File: src/design/forth_pkg.sv
// shared widths, FSM state encodings and ASCII codes
// for the number-conversion front end

package forth_pkg;

    // data path and text buffer sizes
    localparam int dsz = 32;                    // converted value width
    localparam int asz = 8;                     // 256-byte text buffer

    // converter FSM
    typedef enum logic [1:0] {
        ini,                                    // wait for enable, sign check
        mem,                                    // wait out buffer read latency
        acc                                     // decode digit, accumulate
    } atoi_state;

    // token scanner FSM
    typedef enum logic [1:0] {
        idle,                                   // wait for start strobe
        fetch,                                  // address issued, data next cycle
        skip,                                   // test byte, step past spaces
        conv                                    // converter running
    } scan_state;

    // characters with special meaning
    localparam logic [7:0] ch_space = 8'h20;    // ' '
    localparam logic [7:0] ch_minus = 8'h2d;    // '-'
    localparam logic [7:0] ch_nul   = 8'h00;    // end of line

endpackage
File: src/design/number_parser.sv
// number conversion front end top level
// text buffer, token scanner and converter

`timescale 1ns/1ns

module number_parser import forth_pkg::*; (
    input  logic           clk,
    input  logic           rst,
    input  logic           mem_we,              // host byte write
    input  logic [asz-1:0] mem_waddr,
    input  logic [7:0]     mem_wdata,
    input  logic           start,               // conversion request strobe
    input  logic [asz-1:0] start_addr,
    input  logic           hex,
    output logic           busy,
    output logic           done,
    output logic [dsz-1:0] value,
    output logic [asz-1:0] end_addr
);

    logic [asz-1:0] rd_addr;                    // scanner owned read pointer
    logic [7:0]     rd_data;
    logic           conv_en;
    logic           conv_busy;
    logic           adv;

    text_mem u_mem (
        .clk   (clk),
        .we    (mem_we),
        .waddr (mem_waddr),
        .wdata (mem_wdata),
        .raddr (rd_addr),
        .rdata (rd_data)
    );

    token_scan u_scan (
        .clk        (clk),
        .rst        (rst),
        .start      (start),
        .start_addr (start_addr),
        .rdata      (rd_data),
        .conv_busy  (conv_busy),
        .adv        (adv),
        .rd_addr    (rd_addr),
        .conv_en    (conv_en),
        .busy       (busy),
        .done       (done),
        .end_addr   (end_addr)
    );

    atoi u_atoi (
        .clk  (clk),
        .rst  (rst),
        .en   (conv_en),
        .hex  (hex),                            // sampled when conversion begins
        .ch   (rd_data),
        .busy (conv_busy),
        .adv  (adv),
        .vo   (value)
    );

endmodule

File: src/design/atoi.sv
// signed ASCII to integer converter, one character per two cycles
// decimal or hex radix, optional leading minus, wraps modulo 2^dsz

`timescale 1ns/1ns

module atoi import forth_pkg::*; (
    input  logic           clk,
    input  logic           rst,
    input  logic           en,                  // conversion enable, level
    input  logic           hex,                 // 1 hex, 0 decimal
    input  logic [7:0]     ch,                  // current character
    output logic           busy,
    output logic           adv,                 // step read address
    output logic [dsz-1:0] vo                   // converted value
);

    atoi_state      st;
    atoi_state      st_nxt;
    logic           neg;                        // minus seen
    logic           hex_r;                      // radix for this token
    logic [3:0]     dig;                        // decoded digit value
    logic           is_dig;                     // ch is 0-9, a-f or A-F
    logic           ok;                         // digit valid in this radix
    logic [dsz-1:0] radix;

    assign radix = hex_r ? dsz'(16) : dsz'(10);

    // character decode
    always_comb begin
        dig    = 4'd0;
        is_dig = 1'b0;
        if (ch >= "0" && ch <= "9") begin
            dig    = 4'(ch - "0");
            is_dig = 1'b1;
        end else if (ch >= "a" && ch <= "f") begin
            dig    = 4'(ch - "a" + 8'd10);
            is_dig = 1'b1;
        end else if (ch >= "A" && ch <= "F") begin
            dig    = 4'(ch - "A" + 8'd10);
            is_dig = 1'b1;
        end
    end

    // letters fail the range test in decimal
    assign ok = is_dig && (ch != ch_nul) && (hex_r || dig < 4'd10);

    // next state
    always_comb begin
        case (st)
            ini:     st_nxt = en ? ((ch == ch_minus) ? mem : acc) : ini;
            mem:     st_nxt = busy ? acc : ini;     // read wait, or wind down
            acc:     st_nxt = mem;
            default: st_nxt = ini;
        endcase
    end

    // address stepping, only past consumed characters
    always_comb begin
        adv = 1'b0;
        case (st)
            ini:     adv = en && (ch == ch_minus);  // skip the sign
            acc:     adv = ok;                      // prefetch next digit
            default: adv = 1'b0;
        endcase
    end

    always_ff @(posedge clk) begin
        if (rst) begin
            st    <= ini;
            busy  <= 1'b0;
            neg   <= 1'b0;
            hex_r <= 1'b0;
            vo    <= '0;
        end else begin
            st <= st_nxt;
            case (st)
                ini: begin
                    busy <= en;
                    if (en) begin               // new token
                        neg   <= (ch == ch_minus);
                        hex_r <= hex;
                        vo    <= '0;
                    end
                end
                acc: begin
                    if (ok) begin
                        vo <= vo * radix + dsz'(dig);  // wraps, no overflow check
                    end else begin
                        busy <= 1'b0;           // value final next cycle
                        if (neg) begin
                            vo <= -vo;
                        end
                    end
                end
                default: ;
            endcase
        end
    end

endmodule

File: src/design/token_scan.sv
// token scanner: owns the buffer read address, skips leading spaces,
// runs the converter and flags completion with the stop address

`timescale 1ns/1ns

module token_scan import forth_pkg::*; (
    input  logic           clk,
    input  logic           rst,
    input  logic           start,               // request strobe
    input  logic [asz-1:0] start_addr,
    input  logic [7:0]     rdata,               // byte at rd_addr, one cycle late
    input  logic           conv_busy,
    input  logic           adv,                 // converter wants next byte
    output logic [asz-1:0] rd_addr,
    output logic           conv_en,             // level, held while converting
    output logic           busy,
    output logic           done,                // one-cycle strobe
    output logic [asz-1:0] end_addr
);

    scan_state st;
    logic      seen;                            // converter busy has risen
    logic      fin;                             // converter finished this cycle

    // only a converter that has actually started can finish
    assign fin = (st == conv) && seen && !conv_busy;

    always_ff @(posedge clk) begin
        if (rst) begin
            st      <= idle;
            rd_addr <= '0;
            conv_en <= 1'b0;
            busy    <= 1'b0;
            done    <= 1'b0;
            seen    <= 1'b0;
        end else begin
            done <= 1'b0;                       // strobe by default
            case (st)
                idle: begin
                    if (start) begin            // starts while busy never get here
                        rd_addr <= start_addr;
                        busy    <= 1'b1;
                        st      <= fetch;
                    end
                end
                fetch: begin
                    st <= skip;                 // rdata valid next cycle
                end
                skip: begin
                    if (rdata == ch_space) begin
                        rd_addr <= rd_addr + 1'b1;  // step past the blank
                        st      <= fetch;
                    end else begin
                        conv_en <= 1'b1;        // first char of token on rdata
                        seen    <= 1'b0;
                        st      <= conv;
                    end
                end
                conv: begin
                    if (adv) begin
                        rd_addr <= rd_addr + 1'b1;
                    end
                    if (conv_busy) begin
                        seen <= 1'b1;
                    end
                    if (fin) begin
                        conv_en <= 1'b0;        // lets converter settle in ini
                        busy    <= 1'b0;
                        done    <= 1'b1;
                        st      <= idle;
                    end
                end
                default: st <= idle;
            endcase
        end
    end

    // stop address, rd_addr sits on the terminating byte here
    always_ff @(posedge clk) begin
        if (fin) begin
            end_addr <= rd_addr;
        end
    end

endmodule

File: src/design/text_mem.sv
// byte-wide text buffer, host write port plus registered read port
// behaves like a simple dual-port block RAM

`timescale 1ns/1ns

module text_mem import forth_pkg::*; (
    input  logic           clk,
    input  logic           we,                  // host write strobe
    input  logic [asz-1:0] waddr,
    input  logic [7:0]     wdata,
    input  logic [asz-1:0] raddr,
    output logic [7:0]     rdata                // one cycle after raddr
);

    logic [7:0] ram [2**asz];                   // line storage

    // host side
    always_ff @(posedge clk) begin
        if (we) begin
            ram[waddr] <= wdata;
        end
    end

    // read side, registered output
    always_ff @(posedge clk) begin
        rdata <= ram[raddr];
    end

endmodule

File: config.mk
export PLATFORM = sky130hd
export DESIGN_NAME = number_parser
export DESIGN_NICKNAME = d
export VERILOG_FILES = /design/src/design/forth_pkg.sv /design/src/design/number_parser.sv /design/src/design/atoi.sv /design/src/design/token_scan.sv /design/src/design/text_mem.sv
export SDC_FILE = /design/constraint.sdc
export NUM_CORES = 2
export LEC_CHECK = 0
export BUFFER_PORTS_ARGS = -buffer_cell sky130_fd_sc_hd__buf_2
export CAP_MARGIN = 20
export CORE_ASPECT_RATIO = 1.5
export CORE_MARGIN = 8
export CORE_UTILIZATION = 50
export DETAILED_ROUTE_END_ITERATION = 10
export PLACE_DENSITY = 0.76
export REMOVE_ABC_BUFFERS = 1
export SYNTH_ARGS = -nofsm -noshare
export SYNTH_HDL_FRONTEND = slang
export SYNTH_SLANG_ARGS = --single-unit
export TNS_END_PERCENT = 5
File: constraint.sdc
create_clock -name clk -period 6.61 [get_ports clk]
set_clock_uncertainty 0.2 [all_clocks]
set_input_delay 1.322 -clock clk [delete_from_list [all_inputs] [get_ports clk]]
set_output_delay 1.322 -clock clk [all_outputs]
set_load 0.02 [all_outputs]
==> impl_metrics.tcl <==
set metrics [dict create \
    status "finished clean" \
    power.switching_mw 6.18 \
    cp-end-kind "register" \
    crit_fanout 7 \
    holdWs_ps 264 \
    route.detailed.wl_per_inst_um 31.2 \
    dpl.cell_count 6399 \
    dieHeight_um 525 \
    synth_cells 4241 \
    number_of_failing_hold_endpoints_at_the_final_stage 0 \
    post_cts.repair.setup_buffers 0 \
    synth_area_per_cell_um2 20.3 \
    arrival_ps 6150 \
    place_area_um2 89400 \
    design.core.area_um2 171000 \
    cts-htree-levels 4 \
    unrepaired_setup_endpoints_after_global_routing "false" \
    num_io_pins 71 \
    drt_iter0_drc 4990 \
    cts-root-to-sink-buffers 3 \
    timing.critical_path.cells "inv_1 > ha_1 > and2_1 > o32a_1 > a21oi_1 > nor2_1 > ha_1 > ha_1 > ha_1 > ha_1 > fa_1 > a211oi_1 > o21bai_1 > o2111a_1 > a21oi_1 > a211oi_1 > o41ai_1 > nand4_1 > o211ai_1" \
    slew_headroom 0.141 \
    die-area_um2 186000 \
    netSwitchingFraction 0.224 \
    ffs_latches_synth 2115 \
    drt-total-wl_mm 210 \
    syn_to_final_growth_pct 10.4 \
    worstHoldPathType "reg2reg" \
    synth_sequential_area_ratio 0.730 \
    design_area_um2 95200 \
    final_number_of_setup_violating_endpoints 0 \
    finalMaxSlewViolations 0 \
    vias_in_the_first_global_route 44200 \
    grt_util_all_layers 0.222 \
    count_of_nets_after_finishing 4469 \
    critPathLaunchType "register" \
    critical_path_required_ps 7140 \
    ir_worst_vdd_mv 0.260 \
    cts_clock_pin_slew_for_the_worst_setup_and_hold_paths_ps 70 \
    die_wd_um 355 \
    drt-vias-per-instance 6.42 \
    power.share.clock 0.383 \
    clock_insertion_delay_worst_skew_ps 810 \
    synth_ff_type "sky130_fd_sc_hd__edfxtp_1" \
    timing.setup.critical_path_class "reg2reg" \
    p_int_mw 21.4 \
    fin_crit_sh 0.849 \
    tritoncts "built" \
    critical-path-top-cell-by-count "sky130_fd_sc_hd__ha_1" \
    power.sequential.fraction 0.538 \
    synth_edf_count 2056 \
    final-instance-count-excl-fill 6732 \
    floorplan.initialDensity 0.503 \
    dp.final_hpwl_mm 125 \
    post_cts_resized 0 \
    layout-drive-gt1-share 0.248 \
    max_stage_delay_ps 490 \
    grt_pass1_wl_mm 305 \
    cts-root-buf "sky130_fd_sc_hd__clkbuf_16" \
    final_routed_drc_violation_total 0 \
    cts-buffers-inserted 174 \
    detailedRoute.firstPassIterationCount 6 \
    floorplan.rows 186 \
    cp_slowest_cell "sky130_fd_sc_hd__fa_1" \
    grt_max_degree 224 \
    drt.antenna.violating_nets 0 \
    place_congestion 0.899 \
    vias_post_dr 43200 \
    static-leakage-power_nw 29.5 \
    timing.final.crit_period_ps 5610 \
    globalRoute.totalOverflow 0 \
    place.port_buffers 70 \
    timing.setup.tns_ps 0 \
    cts.sinks 2115 \
    ys.warnings.count 0 \
    power_frac_comb 0.080 \
    netlist_area_um2 86200 \
    fin_total_pwr_mw 27.6 \
    worstMarginPinSlew_ps 1290 \
    async_reset_ff_frac 0 \
    antenna_found_initial 14 \
    postCtsHoldBufs 0 \
    maxCapViolations 0 \
    total_power_per_unit_cell_area_nw_per_um2 290 \
    fillers 12300 \
    post_synth_num_cell_types 73 \
    max_freq_mhz 178 \
]
==> per-stage QoR <==
step | util | setup WS (ps)
finish | 0.556 | 995
global route | 0.555 | 507
CTS | 0.555 | 1040
detailed placement | 0.522 | 1050
global placement | 0.522 | 1050
floorplan | - | -17160
==> kinds of logic after synthesis <==
family                     synth area share
buffers and inverters                0.0178
adders and majority gates            0.0200
and+or+nand+nor                      0.0333
AOI/OAI and AO/OA                    0.0204
other                             0.0000435
DFF                                   0.730
muxes                                 0.176
xor gates and xnor gates            0.00295
==> metal layers <==
metal  up-vias  wire length, um  global-route usage
li1      17600                -                   -
met5         -                0                   0
met2      2460           110000               0.388
met3       532            17100              0.0414
met1     22700            71300               0.263
met4         0            11800               0.108
==> cell type report <==
| cell class | count | area [um^2] | area share |
|---|---|---|---|
| Sequential cell | 2115 | 62900 | 0.661 |
| Multi-Input combinational cell | 1741 | 21800 | 0.229 |
| Timing Repair Buffer | 142 | 1240 | 0.0130 |
| Antenna cell | 12 | 30.0 | 0.000316 |
| Inverter | 145 | 544 | 0.00572 |
| Clock inverter | 123 | 1250 | 0.0132 |
| Tap cell | 2256 | 2820 | 0.0297 |
| Clock buffer | 198 | 4510 | 0.0474 |
==> critical path, delay by kind of cell (launching register included) <==
kind / cells / cell delay, ps
AO/OA/AOI/OAI: 9 / 2660
adder cells (fa/ha/maj): 6 / 1770
flip-flops: 1 / 440
AND/OR/NAND/NOR: 3 / 370
buffers and inverters: 1 / 100
==> state kept, by name, indices dropped and copies added (netlist names) <==
signal / cells
u_scan.done: 1
u_scan.busy: 1
u_mem.rdata: 8
u_atoi.st: 2
u_scan.rd_addr: 8
u_scan.conv_en: 1
u_scan.st: 2
u_atoi.hex_r: 1
u_scan.end_addr: 8
u_atoi.busy: 1
u_mem.ram: 2048
u_atoi.vo: 32
u_scan.seen: 1
u_atoi.neg: 1
==> cells in the mapped netlist, types with 3 or more instances <==
master / number / share of area
sky130_fd_sc_hd__nor4_1: 10 / 0.00073
sky130_fd_sc_hd__inv_1: 145 / 0.0063
sky130_fd_sc_hd__mux2i_1: 9 / 0.0010
sky130_fd_sc_hd__nor3_1: 28 / 0.0016
sky130_fd_sc_hd__o31ai_1: 11 / 0.00096
sky130_fd_sc_hd__a21oi_1: 96 / 0.0056
sky130_fd_sc_hd__a22oi_1: 24 / 0.0021
sky130_fd_sc_hd__dfxtp_1: 59 / 0.014
sky130_fd_sc_hd__a211o_1: 3 / 0.00030
sky130_fd_sc_hd__and2_1: 31 / 0.0022
sky130_fd_sc_hd__a31o_2: 3 / 0.00030
sky130_fd_sc_hd__mux2_2: 4 / 0.00052
sky130_fd_sc_hd__nand2b_1: 31 / 0.0022
sky130_fd_sc_hd__nor2_1: 336 / 0.015
sky130_fd_sc_hd__xor2_1: 12 / 0.0012
sky130_fd_sc_hd__fa_1: 28 / 0.0065
sky130_fd_sc_hd__a21o_1: 12 / 0.0010
sky130_fd_sc_hd__a221oi_1: 5 / 0.00051
sky130_fd_sc_hd__buf_2: 61 / 0.0035
sky130_fd_sc_hd__o21bai_1: 6 / 0.00052
sky130_fd_sc_hd__mux4_2: 667 / 0.17
sky130_fd_sc_hd__nand4_1: 18 / 0.0013
sky130_fd_sc_hd__or3_1: 3 / 0.00022
sky130_fd_sc_hd__o21ai_0: 52 / 0.0030
sky130_fd_sc_hd__or2_2: 4 / 0.00029
sky130_fd_sc_hd__nand3_1: 48 / 0.0028
sky130_fd_sc_hd__edfxtp_1: 2056 / 0.72
sky130_fd_sc_hd__o211ai_1: 3 / 0.00026
sky130_fd_sc_hd__and3_1: 6 / 0.00044
sky130_fd_sc_hd__nor2b_1: 17 / 0.0012
sky130_fd_sc_hd__or4_1: 5 / 0.00044
sky130_fd_sc_hd__xnor2_1: 17 / 0.0017
sky130_fd_sc_hd__o22ai_1: 7 / 0.00051
sky130_fd_sc_hd__buf_1: 20 / 0.00087
sky130_fd_sc_hd__nand2_1: 80 / 0.0035
sky130_fd_sc_hd__clkbuf_1: 156 / 0.0068
sky130_fd_sc_hd__nor3b_1: 4 / 0.00035
sky130_fd_sc_hd__a211oi_1: 14 / 0.0012
sky130_fd_sc_hd__a311oi_1: 4 / 0.00041
sky130_fd_sc_hd__a31oi_1: 10 / 0.00073
sky130_fd_sc_hd__o21a_1: 3 / 0.00026
sky130_fd_sc_hd__ha_1: 93 / 0.013
==> power by group through the flow <==
stage	clock, mW	combinational, mW	sequential [mW]
after floorplan	0	2.12	15.3
after global placement	0	2.15	15.1
after detailed placement	0	2.18	15.1
after CTS	10.7	2.21	14.8
after global routing	11.1	2.29	14.8
final	10.6	2.20	14.8
==> placed cells by master, fill, tap and decap left out, types with 18 or more instances in the layout <==
master,count
sky130_fd_sc_hd__clkinv_2,32
sky130_fd_sc_hd__dfxtp_1,53
sky130_fd_sc_hd__buf_2,62
sky130_fd_sc_hd__mux4_2,667
sky130_fd_sc_hd__fa_1,28
sky130_fd_sc_hd__nor3_1,28
sky130_fd_sc_hd__o21ai_0,52
sky130_fd_sc_hd__nand2_1,80
sky130_fd_sc_hd__nand3_1,39
sky130_fd_sc_hd__edfxtp_1,2056
sky130_fd_sc_hd__bufinv_16,20
sky130_fd_sc_hd__clkinv_1,35
sky130_fd_sc_hd__inv_1,145
sky130_fd_sc_hd__ha_1,93
sky130_fd_sc_hd__nor2_1,336
sky130_fd_sc_hd__buf_4,50
sky130_fd_sc_hd__a22oi_1,24
sky130_fd_sc_hd__nand4_1,18
sky130_fd_sc_hd__clkbuf_16,177
sky130_fd_sc_hd__a21oi_1,96
sky130_fd_sc_hd__nand2b_1,31
sky130_fd_sc_hd__buf_12,22
sky130_fd_sc_hd__and2_1,31
sky130_fd_sc_hd__clkbuf_1,21
==> worst paths after layout <==
check                                              from                          to  slack, ps  depth (start not counted)
worst max-delay path             u_mem.rdata[0]$_DFF_P_  u_atoi.vo[29]$_SDFFE_PP0P_       1000                         19
worst min-delay path            u_atoi.neg$_SDFFE_PP0P_     u_atoi.neg$_SDFFE_PP0P_        260                          2
worst max register to register   u_mem.rdata[0]$_DFF_P_  u_atoi.vo[29]$_SDFFE_PP0P_       1000                         19
worst min register to register  u_atoi.neg$_SDFFE_PP0P_     u_atoi.neg$_SDFFE_PP0P_        260                          2
Power figures use the tool's default switching activity.
